--- src/logic/lcd_cfg.svh ---
/*
  lcd panel configuration
  cycle counts for the HD44780 bus cycle and power-up wait,
  row geometry and the setup instruction bytes
*/
`ifndef LCD_CFG_SVH
`define LCD_CFG_SVH

// --------------------
// bus timing in lcd_clk cycles
// --------------------
// data and rs held before e rises
`define LCD_SETUP_CYCLES 2
// e pulse width
`define LCD_E_HIGH_CYCLES 12
// e low after a normal byte
`define LCD_GAP_CYCLES 20
// e low after clear or home, cut down for simulation
`define LCD_CLEAR_CYCLES 200
// wait after reset before the first instruction
`define LCD_POWERUP_CYCLES 100

// --------------------
// panel geometry
// --------------------
`define LCD_COLS 16
// ddram address of the second row
`define LCD_ROW2_BASE 7'h40

// --------------------
// setup instructions, sent in this order
// --------------------
// 8-bit bus, two lines, 5x8 font
`define LCD_INIT_0 8'h38
// display off
`define LCD_INIT_1 8'h08
// clear display
`define LCD_INIT_2 8'h01
// increment, no shift
`define LCD_INIT_3 8'h06
// display on, cursor off
`define LCD_INIT_4 8'h0C

`endif

--- src/logic/lcd_pkg.sv ---
/*
  lcd panel types
  bus word with raw and set-ddram-address views,
  and the text buffer position index
*/
package lcd_pkg;

  // one byte on the lcd data bus
  typedef union packed {
    // character code or full instruction byte
    logic [7:0] raw;
    // set-ddram-address instruction
    struct packed {
      // must be 1 for set-ddram
      logic       set_ddram;
      // ddram address, row 2 starts at 0x40
      logic [6:0] addr;
    } ddram;
  } lcd_word_u;

  // text buffer index
  // 0..15 row 1, 16..31 row 2
  // top bit selects the row
  typedef logic [4:0] lcd_pos_t;

endpackage

--- src/logic/lcd_bus_timing.sv ---
/*
  lcd bus timing
  turns one issued byte into the HD44780 write cycle:
  data and rs setup, a fixed e pulse, then an e-low gap,
  long after clear or home; done pulses in the last gap cycle
*/
`timescale 1ns/1ps
`include "lcd_cfg.svh"

module lcd_bus_timing (
  input  logic               lcd_clk,
  input  logic               rst_n,
  // byte from the sequencer
  input  logic               byte_issue,
  input  lcd_pkg::lcd_word_u byte_word,
  input  logic               byte_rs,
  output logic               byte_done,
  // panel pins
  output logic [7:0]         lcd_data,
  output logic               lcd_rs,
  output logic               lcd_e
);

  localparam logic [1:0] PH_IDLE   = 2'd0;
  localparam logic [1:0] PH_SETUP  = 2'd1;
  localparam logic [1:0] PH_E_HIGH = 2'd2;
  localparam logic [1:0] PH_GAP    = 2'd3;

  logic [1:0]  phase;
  // cycles left in the current phase, minus one
  logic [15:0] cnt;
  logic        long_gap;
  logic        clr_home;

  // clear is 0x01, return home is 0x02 or 0x03
  assign clr_home = !byte_rs && (byte_word.raw >= 8'h01) && (byte_word.raw <= 8'h03);

  // --------------------
  // phase walk
  // --------------------
  always_ff @(posedge lcd_clk or negedge rst_n)
  begin
    if (!rst_n)
    begin
      phase    <= PH_IDLE;
      cnt      <= 16'd0;
      long_gap <= 1'b0;
      lcd_data <= 8'h00;
      lcd_rs   <= 1'b0;
    end
    else
    begin
      case (phase)
        PH_IDLE:
        begin
          if (byte_issue)
          begin
            // pins take the byte now and hold it until the next issue
            lcd_data <= byte_word.raw;
            lcd_rs   <= byte_rs;
            long_gap <= clr_home;
            phase    <= PH_SETUP;
            cnt      <= 16'(`LCD_SETUP_CYCLES - 1);
          end
        end
        PH_SETUP:
        begin
          if (cnt == 16'd0)
          begin
            phase <= PH_E_HIGH;
            cnt   <= 16'(`LCD_E_HIGH_CYCLES - 1);
          end
          else
            cnt <= cnt - 16'd1;
        end
        PH_E_HIGH:
        begin
          if (cnt == 16'd0)
          begin
            phase <= PH_GAP;
            cnt   <= long_gap ? 16'(`LCD_CLEAR_CYCLES - 1) : 16'(`LCD_GAP_CYCLES - 1);
          end
          else
            cnt <= cnt - 16'd1;
        end
        default:
        begin
          if (cnt == 16'd0)
            phase <= PH_IDLE;
          else
            cnt <= cnt - 16'd1;
        end
      endcase
    end
  end

  assign lcd_e     = (phase == PH_E_HIGH);
  assign byte_done = (phase == PH_GAP) && (cnt == 16'd0);

  // sequencer waits for done before the next byte
  a_issue_idle: assert property (
    @(posedge lcd_clk) disable iff (!rst_n)
    byte_issue |-> (phase == PH_IDLE)
  ) else $error("byte issued while a bus cycle is in progress");

  // panel latches on the falling e edge, bus must be quiet under e
  a_bus_stable: assert property (
    @(posedge lcd_clk) disable iff (!rst_n)
    lcd_e |-> ($stable(lcd_data) && $stable(lcd_rs))
  ) else $error("lcd data or rs moved while e was high");

endmodule

--- src/logic/lcd_panel_top.sv ---
/*
  lcd panel controller top
  joins the text buffer, refresh sequencer and bus timing
  for a 2x16 HD44780 panel on an 8-bit write-only bus
*/
`timescale 1ns/1ps

module lcd_panel_top (
  input  logic              lcd_clk,
  input  logic              rst_n,
  // host text writes
  input  logic              wr_en,
  input  lcd_pkg::lcd_pos_t wr_pos,
  input  logic [7:0]        wr_char,
  // panel pins
  output logic [7:0]        lcd_data,
  output logic              lcd_rs,
  output logic              lcd_e,
  output logic              lcd_rw
);

  // buffer read path
  lcd_pkg::lcd_pos_t  rd_pos;
  logic [7:0]         rd_char;
  // byte handoff
  logic               byte_issue;
  lcd_pkg::lcd_word_u byte_word;
  logic               byte_rs;
  logic               byte_done;

  lcd_text_buf i_text_buf (
    .lcd_clk (lcd_clk),
    .rst_n   (rst_n),
    .wr_en   (wr_en),
    .wr_pos  (wr_pos),
    .wr_char (wr_char),
    .rd_pos  (rd_pos),
    .rd_char (rd_char)
  );

  lcd_sequencer i_sequencer (
    .lcd_clk    (lcd_clk),
    .rst_n      (rst_n),
    .rd_pos     (rd_pos),
    .rd_char    (rd_char),
    .byte_issue (byte_issue),
    .byte_word  (byte_word),
    .byte_rs    (byte_rs),
    .byte_done  (byte_done)
  );

  lcd_bus_timing i_bus_timing (
    .lcd_clk    (lcd_clk),
    .rst_n      (rst_n),
    .byte_issue (byte_issue),
    .byte_word  (byte_word),
    .byte_rs    (byte_rs),
    .byte_done  (byte_done),
    .lcd_data   (lcd_data),
    .lcd_rs     (lcd_rs),
    .lcd_e      (lcd_e)
  );

  // no busy-flag reads, bus only ever writes
  assign lcd_rw = 1'b0;

endmodule

--- src/logic/lcd_sequencer.sv ---
/*
  lcd refresh sequencer
  waits out power-up, sends the five setup instructions,
  then walks both rows forever, each row led by a set-ddram
  address; hands one byte at a time to the bus timing block
*/
`timescale 1ns/1ps
`include "lcd_cfg.svh"

module lcd_sequencer (
  input  logic               lcd_clk,
  input  logic               rst_n,
  // text buffer read
  output lcd_pkg::lcd_pos_t  rd_pos,
  input  logic [7:0]         rd_char,
  // byte handoff to bus timing
  output logic               byte_issue,
  output lcd_pkg::lcd_word_u byte_word,
  output logic               byte_rs,
  input  logic               byte_done
);

  // fsm states
  localparam logic [1:0] ST_POWERUP = 2'd0;
  localparam logic [1:0] ST_FETCH   = 2'd1;
  localparam logic [1:0] ST_ISSUE   = 2'd2;
  localparam logic [1:0] ST_WAIT    = 2'd3;

  // steps 0..4 are the setup bytes
  localparam logic [2:0] STEP_INIT_LAST = 3'd4;
  localparam logic [2:0] STEP_ROW       = 3'd5;
  localparam logic [2:0] STEP_CHAR      = 3'd6;

  logic [1:0]  state;
  logic [2:0]  step;
  // row being refreshed, 0 for row 1
  logic        row;
  logic [3:0]  col;
  logic [15:0] pwr_cnt;
  // row named by the last set-ddram address handed off
  logic        row_sent;

  // --------------------
  // control
  // --------------------
  always_ff @(posedge lcd_clk or negedge rst_n)
  begin
    if (!rst_n)
    begin
      state   <= ST_POWERUP;
      step    <= 3'd0;
      row     <= 1'b0;
      col     <= 4'd0;
      pwr_cnt <= 16'(`LCD_POWERUP_CYCLES - 1);
    end
    else
    begin
      case (state)
        ST_POWERUP:
        begin
          // setup byte 0 needs no buffer read, go straight to issue
          if (pwr_cnt == 16'd0)
            state <= ST_ISSUE;
          else
            pwr_cnt <= pwr_cnt - 16'd1;
        end
        // rd_pos presented this cycle
        ST_FETCH: state <= ST_ISSUE;
        // rd_char valid, byte handed off
        ST_ISSUE: state <= ST_WAIT;
        ST_WAIT:
        begin
          if (byte_done)
          begin
            state <= ST_FETCH;
            case (step)
              STEP_INIT_LAST:
              begin
                // setup done, start the first frame on row 1
                step <= STEP_ROW;
                row  <= 1'b0;
                col  <= 4'd0;
              end
              STEP_ROW: step <= STEP_CHAR;
              STEP_CHAR:
              begin
                if (col == 4'(`LCD_COLS - 1))
                begin
                  // end of row, flip to the other row start
                  col  <= 4'd0;
                  row  <= ~row;
                  step <= STEP_ROW;
                end
                else
                begin
                  col <= col + 4'd1;
                end
              end
              // next setup byte
              default: step <= step + 3'd1;
            endcase
          end
        end
        default: state <= ST_POWERUP;
      endcase
    end
  end

  // --------------------
  // outputs
  // --------------------
  assign rd_pos     = {row, col};
  assign byte_issue = (state == ST_ISSUE);
  // characters only, instructions go with rs low
  assign byte_rs    = (step == STEP_CHAR);

  always_comb
  begin
    byte_word = '0;
    case (step)
      3'd0: byte_word.raw = `LCD_INIT_0;
      3'd1: byte_word.raw = `LCD_INIT_1;
      3'd2: byte_word.raw = `LCD_INIT_2;
      3'd3: byte_word.raw = `LCD_INIT_3;
      3'd4: byte_word.raw = `LCD_INIT_4;
      STEP_ROW:
      begin
        // set-ddram to the start of the current row
        byte_word.ddram.set_ddram = 1'b1;
        byte_word.ddram.addr      = row ? `LCD_ROW2_BASE : 7'h00;
      end
      default: byte_word.raw = rd_char;
    endcase
  end

  // decode the row-start words as they leave
  always_ff @(posedge lcd_clk or negedge rst_n)
  begin
    if (!rst_n)
      row_sent <= 1'b0;
    else if (byte_issue && !byte_rs && byte_word.ddram.set_ddram)
      row_sent <= (byte_word.ddram.addr == `LCD_ROW2_BASE);
  end

  // characters must be read from the row whose start address went out last
  a_row_held: assert property (
    @(posedge lcd_clk) disable iff (!rst_n)
    (byte_issue && byte_rs) |-> (rd_pos[4] == row_sent)
  ) else $error("read position left the current row during character send");

endmodule

--- src/logic/lcd_text_buf.sv ---
/*
  lcd text buffer
  32 character registers, one per panel position,
  written by host strobes and read by the refresh sequencer
  through a registered port
*/
`timescale 1ns/1ps
`include "lcd_cfg.svh"

module lcd_text_buf (
  input  logic              lcd_clk,
  input  logic              rst_n,
  // host write port
  input  logic              wr_en,
  input  lcd_pkg::lcd_pos_t wr_pos,
  input  logic [7:0]        wr_char,
  // sequencer read port
  input  lcd_pkg::lcd_pos_t rd_pos,
  output logic [7:0]        rd_char
);

  // two rows of characters
  logic [7:0] mem [2*`LCD_COLS];

  // --------------------
  // write side
  // --------------------
  // blank panel after reset
  // ascii space in every entry
  always_ff @(posedge lcd_clk or negedge rst_n)
  begin
    if (!rst_n)
    begin
      for (int i = 0; i < 2*`LCD_COLS; i++)
      begin
        mem[i] <= 8'h20;
      end
    end
    else if (wr_en)
    begin
      mem[wr_pos] <= wr_char;
    end
  end

  // --------------------
  // read side
  // --------------------
  // one cycle latency
  // same-cycle write to rd_pos shows up on the next read
  always_ff @(posedge lcd_clk)
  begin
    rd_char <= mem[rd_pos];
  end

  // host must give a real position with every strobe
  a_wr_pos_known: assert property (
    @(posedge lcd_clk) disable iff (!rst_n)
    wr_en |-> !$isunknown(wr_pos)
  ) else $error("host write with unknown position");

endmodule

--- config.mk ---
export PLATFORM = sky130hd
export DESIGN_NAME = lcd_panel_top
export DESIGN_NICKNAME = d
export VERILOG_FILES = /design/src/logic/lcd_pkg.sv /design/src/logic/lcd_bus_timing.sv /design/src/logic/lcd_panel_top.sv /design/src/logic/lcd_sequencer.sv /design/src/logic/lcd_text_buf.sv
export VERILOG_INCLUDE_DIRS = /design/src /design/src/logic
export SDC_FILE = /design/constraint.sdc
export NUM_CORES = 1
export LEC_CHECK = 0
export ABC_AREA = 1
export BUFFER_PORTS_ARGS = -buffer_cell sky130_fd_sc_hd__buf_2
export CAP_MARGIN = 20
export CORE_MARGIN = 3
export CORE_UTILIZATION = 25
export DETAILED_ROUTE_END_ITERATION = 16
export SLEW_MARGIN = 20
export SYNTH_ARGS = -nofsm -noshare
export SYNTH_HDL_FRONTEND = slang
export SYNTH_SLANG_ARGS = --single-unit
--- constraint.sdc ---
create_clock -name lcd_clk -period 2.7 [get_ports lcd_clk]
set_input_delay 0.27 -clock lcd_clk [delete_from_list [all_inputs] [get_ports lcd_clk]]
set_output_delay 0.27 -clock lcd_clk [all_outputs]
set_load 0.02 [all_outputs]
**After elaboration in Yosys (flattened, before gate mapping)**

Cells that the tools add are included.
W data, S select, Z words.

- $add $sub $neg: 4
- Magnitude comparators: 5
- Eq/ne operators: 20
- Muxes and demuxes: 28
- Bitwise gates (word level): 4
- Reductions and logical operators: 20

Operators by type and width:

| operator | number |
|---|---|
| $bwmux W256 | 1 |
| $mux W16 | 4 |
| $pmux W16 S3 | 1 |
| $pmux W8 S6 | 1 |
| $bmux W8 S5 | 1 |
| $demux W8 S5 | 1 |
| $logic_not A16 Y1 | 2 |
| $mux W8 | 4 |
| $sub A16 B1 Y16 const B | 2 |
| $ge A6 B6 Y1 const B | 2 |
| $mux W2 | 6 |
| $not A5 Y6 | 2 |
| $eq A3 B3 Y1 const B | 3 |
| $pmux W3 S3 | 1 |
| $eq A2 B2 Y1 const B | 4 |
| $ge A8 B1 Y1 const B | 1 |
| $le A8 B2 Y1 const B | 1 |
| $pmux W2 S4 | 1 |
| $pmux W4 S2 | 1 |
| $reduce_and A2 Y1 | 4 |
| $reduce_and A4 Y1 | 2 |
| $mux W7 | 1 |
| $eq A3 B2 Y1 const B | 2 |
| $lt A6 B1 Y1 const B | 1 |
| 20 further kinds | 32 |

- Register bits: 318
- Bits of input ports: 16
- Output and inout port bits: 11
- Word-level logic and storage cells: 124

**Longest topological paths before layout**

- Depth in word-level cells: 6
- Gate-level depth with buffers: 12
- Mapped depth without buffers: 12

**Hierarchy**

Synthesis repeated with hierarchy kept, for this count alone.

- Cell total of the unflattened synthesis: 2022
- Area total of the unflattened synthesis: 15528.6 µm²

Modules (own cells, without submodules):

| module | instances | cells each | area each (µm²) |
|---|---|---|---|
| lcd_text_buf | 1 | 1504 | 11972.7 |
| lcd_bus_timing | 1 | 277 | 1845.5 |
| lcd_sequencer | 1 | 239 | 1699.1 |
| lcd_panel_top | 1 | 2 | 11.3 |

**Worst setup path after synthesis**

OpenSTA, ideal clock, no wires.

- Path kind: register to register
- From: register i_bus_timing.phase[0]
- To: register i_bus_timing.cnt[3]
- Setup time: 0.121 ns
- Data arrival time: 1.610 ns
- Path slack: 0.969 ns
- Cell stages (with the launch flop): 12
- Buffers on the path: 1
- Period minus slack after synthesis: 1.731 ns
- Cells stage by stage: dfrtp_1 > inv_1 > ha_1 > inv_1 > nand2_1 > nor2_1 > nand3_2 > nand2_4 > inv_2 > buf_6 > nand3_1 > o21ai_1

- Longest elaborated chain between the ends: 3
- Elaborated cells on any way between the ends: 7
- Classes of those cells: eq/ne: 4; mux: 1; reduce/logical: 2

RTL lines:

| item | RTL line | text |
|---|---|---|
| start, declared | lcd_bus_timing.sv:29 | `logic [1:0] phase;` |
| start signal, assigned | lcd_bus_timing.sv:45 | `phase <= PH_IDLE;` |
| start signal, assigned | lcd_bus_timing.sv:62 | `phase <= PH_SETUP;` |
| start signal, assigned | lcd_bus_timing.sv:70 | `phase <= PH_E_HIGH;` |
| $eq A2 B2 Y1 * | - |  |
| net lcd_e | lcd_panel_top.sv:18 | `output logic lcd_e,` |
| $ne A4 B4 Y1 (no source line) | - |  |
| $reduce_and A2 Y1 (no source line) | - |  |
| end signal, assigned | lcd_bus_timing.sv:63 | `` cnt <= 16'(`LCD_SETUP_CYCLES - 1); `` |
| end signal, assigned | lcd_bus_timing.sv:71 | `` cnt <= 16'(`LCD_E_HIGH_CYCLES - 1); `` |
| end signal, assigned | lcd_bus_timing.sv:74 | `cnt <= cnt - 16'd1;` |
| end, declared | lcd_bus_timing.sv:31 | `logic [15:0] cnt;` |

Mark *: on every way through the listed nets, which the timed path passes. The rest lies on a longest branch.
A chain may end at the register's enable or synchronous reset.

**Worst setup path in the final report**

- From: register i_sequencer.col[0]
- To: register i_text_buf.rd_char[6]

- Longest elaborated chain between the ends: 4

RTL lines:

| item | RTL line | text |
|---|---|---|
| start, declared | lcd_sequencer.sv:38 | `logic [3:0] col;` |
| start signal, assigned | lcd_sequencer.sv:96 | `col <= col + 4'd1;` |
| $not A5 Y6 (implied by the code) | lcd_text_buf.sv:52 | `rd_char <= mem[rd_pos];` |
| $bmux W8 S5 | lcd_text_buf.sv:52 |  |
| $mux W8 (implied by the code) (2 in series) | lcd_text_buf.sv:52 |  |
| end signal, assigned | lcd_text_buf.sv:52 |  |
| end, declared | lcd_text_buf.sv:19 | `output logic [7:0] rd_char` |

Every way passes these cells. The select of a mux whose other input is x is not followed.

==> impl_metrics.toml <==
[status]
run_status = "finished clean"

[synthesis]
ys_dominant_reg_cell = "dfrtp_1"
yosys_register_bits = 318
postSynthAreaPerCell_sq_um = 7.93
synth.top_cells.by_area = "dfrtp_1, nand2_1, o21ai_0"
synthesized_instance_count = 1891
ys.warnings.count = 0
ys_async_sr_fraction_pct = 97.5
post_synth_instance_area_sq_mm = 0.0150
synth_top_area_cell = "dfrtp_1"
number_of_enable_flip_flop_cells_after_synthesis = 0
synth_cell_types = 36
synth_top_area_share_pct = 45.7
ys_seq_area_share_pct = 53.1
syn_nets = 1920

[worst_hold_path]
holdCritStartpoint = "wr_char[7]"
hold-path-cell-count = 3
worst_hold_path_type = "in2reg"
whs_endpoint = "i_text_buf.mem[135]"

[finish]
layout-drive-gt1-share_pct = 10.1
p_r_area_growth_vs_syn_pct = 16.1
register_area_sq_mm = 0.00797
antenna-diode-count = 0
nNetsFinal = 1934
most-common-layout-cells = "nand2_1, o21ai_0, dfrtp_1"
layout.cells.most_common = "nand2_1"
n_fill_cell = 6313
area_of_the_multi_input_gates_sq_mm = 0.00626

[floorplanning]
floorplan.die_area_sq_mm = 0.0630
starting_utilization_of_the_core_area_pct = 25.3
core_area_sq_mm = 0.0592
chip_height_microns = 251
rows = 89
die_x_microns = 251
ios = 27

[drt]
drt_iter0_drc = 1231
dr_total_vias = 12600
wl_met1_mm = 19.6
route.antenna.remaining_nets = 0
top_layer_used = "met5"
wl_met2_mm = 18.4
post_drt_wl_per_cell_microns = 15.2
drc = 0
drt_pre_antenna_iters = 5
met3_routed_wirelength_mm = 2.31
drt_wl_total_mm = 41.2
vias_per_cell = 4.67

[global_routing]
number_of_global_route_vias_before_repair = 12400
antenna_found_initial = 3
gr-usage-all-layers_pct = 13.0
maximum_number_of_pins_on_one_net_before_global_route_repair = 92
overflow = 0
grt_first_pass_wirelength_mm = 67.2

[power_and_ir_drop]
internal_power_mw = 9.03
power.total_mw = 12.2
power_frac_clock_pct = 40.2
static-leakage-power_nw = 8.17
power-per-cell-area_mw_per_mm2 = 700
vdd_ir_drop_max_mv = 0.340
comb_power_share_pct = 10.9
power.net_switching_mw = 3.17
power.switching_fraction_pct = 26.0
p_seq_share_pct = 48.9

[placed_design]
worst_setup_slack_after_placement_ps = 451
weighted_congestion_reported_at_the_end_of_routability_driven_placement = 0.840
post-dp-hpwl_mm = 25.7
place.port_buffers = 25

[worst_setup_path]
worst_endpoint_required_time_ps = 3150
ff2ff_path_depth = 10
path_cells = "inv_4, buf_12, nand2_1, nand3_1, nand2_1, a21oi_1, o31ai_1, nand2_1, nand2_1, nand2_1"
timing.critical_path.from = "i_sequencer.col[0]"
critical_path.slowest_cell = "dfrtp_4"
cpLargestDelayFamily = "buffers and inverters"
cp_max_fo = 54
regToRegEndpoint = "i_text_buf.rd_char[6]"
critical-path-max-stage-delay_ps = 570
reg2reg_setup_slack_ps = 370
critical_path_startpoint_category = "flop"
critPathArrivalTime_ps = 2780
timing.critical_path.buf_inv = 2
critical_path.most_common_cell = "nand2_1"
timing.rr.start = "i_sequencer.col[0]"
critical_path_class = "reg2reg"
critical_path.endpoint_type = "flop"

[timing]
worst_pin_slew_ps = 884
rsz0062_at_grt = "false"
timing_max_transition_violations_final = 0
setup-violations-final = 0
clock_skew_ps = 23.6
achievable-frequency_mhz = 430
finalSetupTns_ps = 0
finalHoldViolCount = 0
layout_setup_ws_ps = 374
timing.final.crit_share_pct = 86.2
timing.max_slew.rel_slack_pct = 41.0
min_clock_period_post_route_ps = 2330

[clocking]
tritoncts = "yes"
cts_post_setup_buffers_inserted = 0
clock_tree.root_cell = "clkbuf_16"
cts_made_buffers = 37
clk_transition_reported_paths_ps = 60
cts.path.max_buffers = 3
cts_sinks = 318
clock_latency_at_the_later_pin_of_the_worst_skew_pair_ps = 530
htreeDepth = 2

[run]
maxCapViolCount = 0
## sequential cells by signal (all words and copies together) (netlist names)
signal,flops
i_text_buf.mem,256
i_bus_timing.cnt,16
i_sequencer.pwr_cnt,16
i_bus_timing.lcd_data,8
i_text_buf.rd_char,8
i_sequencer.col,4
i_sequencer.step,3
i_bus_timing.phase,2
i_sequencer.state,2
i_bus_timing.lcd_rs,1
i_bus_timing.long_gap,1
i_sequencer.row,1
## stage by stage
step                utilization (%)  instances  hold slack [ps]  instance area (sq um)
floorplan                         -       1891            -25.6                  15000
global placement               27.3       2632              313                  16200
detailed placement             27.3       2632              317                  16200
CTS                            29.4       2704             2.39                  17400
global route                   29.4       2704             20.7                  17400
finish                         29.4       2704             22.6                  17400
## power by group through the flow
| stage | combinational [mW] | sequential [mW] | clock (mW) |
|---|---|---|---|
| after CTS | 1.35 | 5.96 | 5.00 |
| final | 1.33 | 5.96 | 4.91 |
| after floorplan | 0.905 | 5.92 | 0 |
| after global placement | 1.29 | 6.01 | 0 |
| after global routing | 1.56 | 6.05 | 5.21 |
| after detailed placement | 1.34 | 6.03 | 0 |
## cell type report
cell class	instances	share of cell area, %
clock buffer	56	6.18
timing repair buffer	91	4.29
inverter	81	1.76
multi-input combinational	1376	35.9
sequential	318	45.7
tap	773	5.55
clock inverter	9	0.582
## how the worst max path moves through the flow
stage,endpoint,cells past startpoint
3_3_place_gp,i_text_buf.rd_char[6],10
2_1_floorplan,i_bus_timing.cnt[3],11
6_report,i_text_buf.rd_char[6],10
5_1_grt,i_text_buf.rd_char[5],10
3_5_place_dp,i_text_buf.rd_char[6],10
4_1_cts,i_text_buf.rd_char[6],10
## worst register-to-register path, stage by stage (launching register included)
cell and delay (ps):
dfrtp_4 570, inv_4 390, buf_12 330, nand2_1 120, nand3_1 90, nand2_1 60, a21oi_1 150, o31ai_1 150
nand2_1 220, nand2_1 110, nand2_1 70
## logic make-up after synthesis
kind of cell,after synthesis,synth area share (%)
xor gates and xnor gates,20,1.17
other,1,0.0250
and+or+nand+nor,930,25.1
adders and majority gates,13,1.08
AOI/OAI and AO/OA,412,14.4
buffers and inverters,197,5.22
DFF,318,53.1
## synthesized netlist by cell type, types with 2 or more instances
library cell,number
a21oi_1,60
a31oi_1,2
buf_1,4
buf_2,26
clkbuf_1,84
clkinv_1,2
dfrtp_1,274
dfstp_2,36
dfxtp_1,8
ha_1,13
inv_1,75
inv_2,4
nand2_1,673
nand3_1,110
nand4_1,9
nor2_1,114
nor3_1,7
nor3_2,11
o211ai_1,8
o21ai_0,284
o21ai_1,29
o31ai_1,26
xnor2_1,9
xor2_1,11
## metal layers
layer | vias up | global-route usage, %
met4 | 2 | 3.15
met3 | 68 | 1.92
li1 | 6180 | -
met5 | - | 0
met2 | 329 | 20.9
met1 | 6044 | 18.5
## what timing repair did
| item | in CTS | in global routing |
|---|---|---|
| resized for setup | 0 | 0 |
| hold endpoints to repair | 69 | 0 |
| hold buffers | 7 | 0 |
Power figures use the tool's default switching activity.
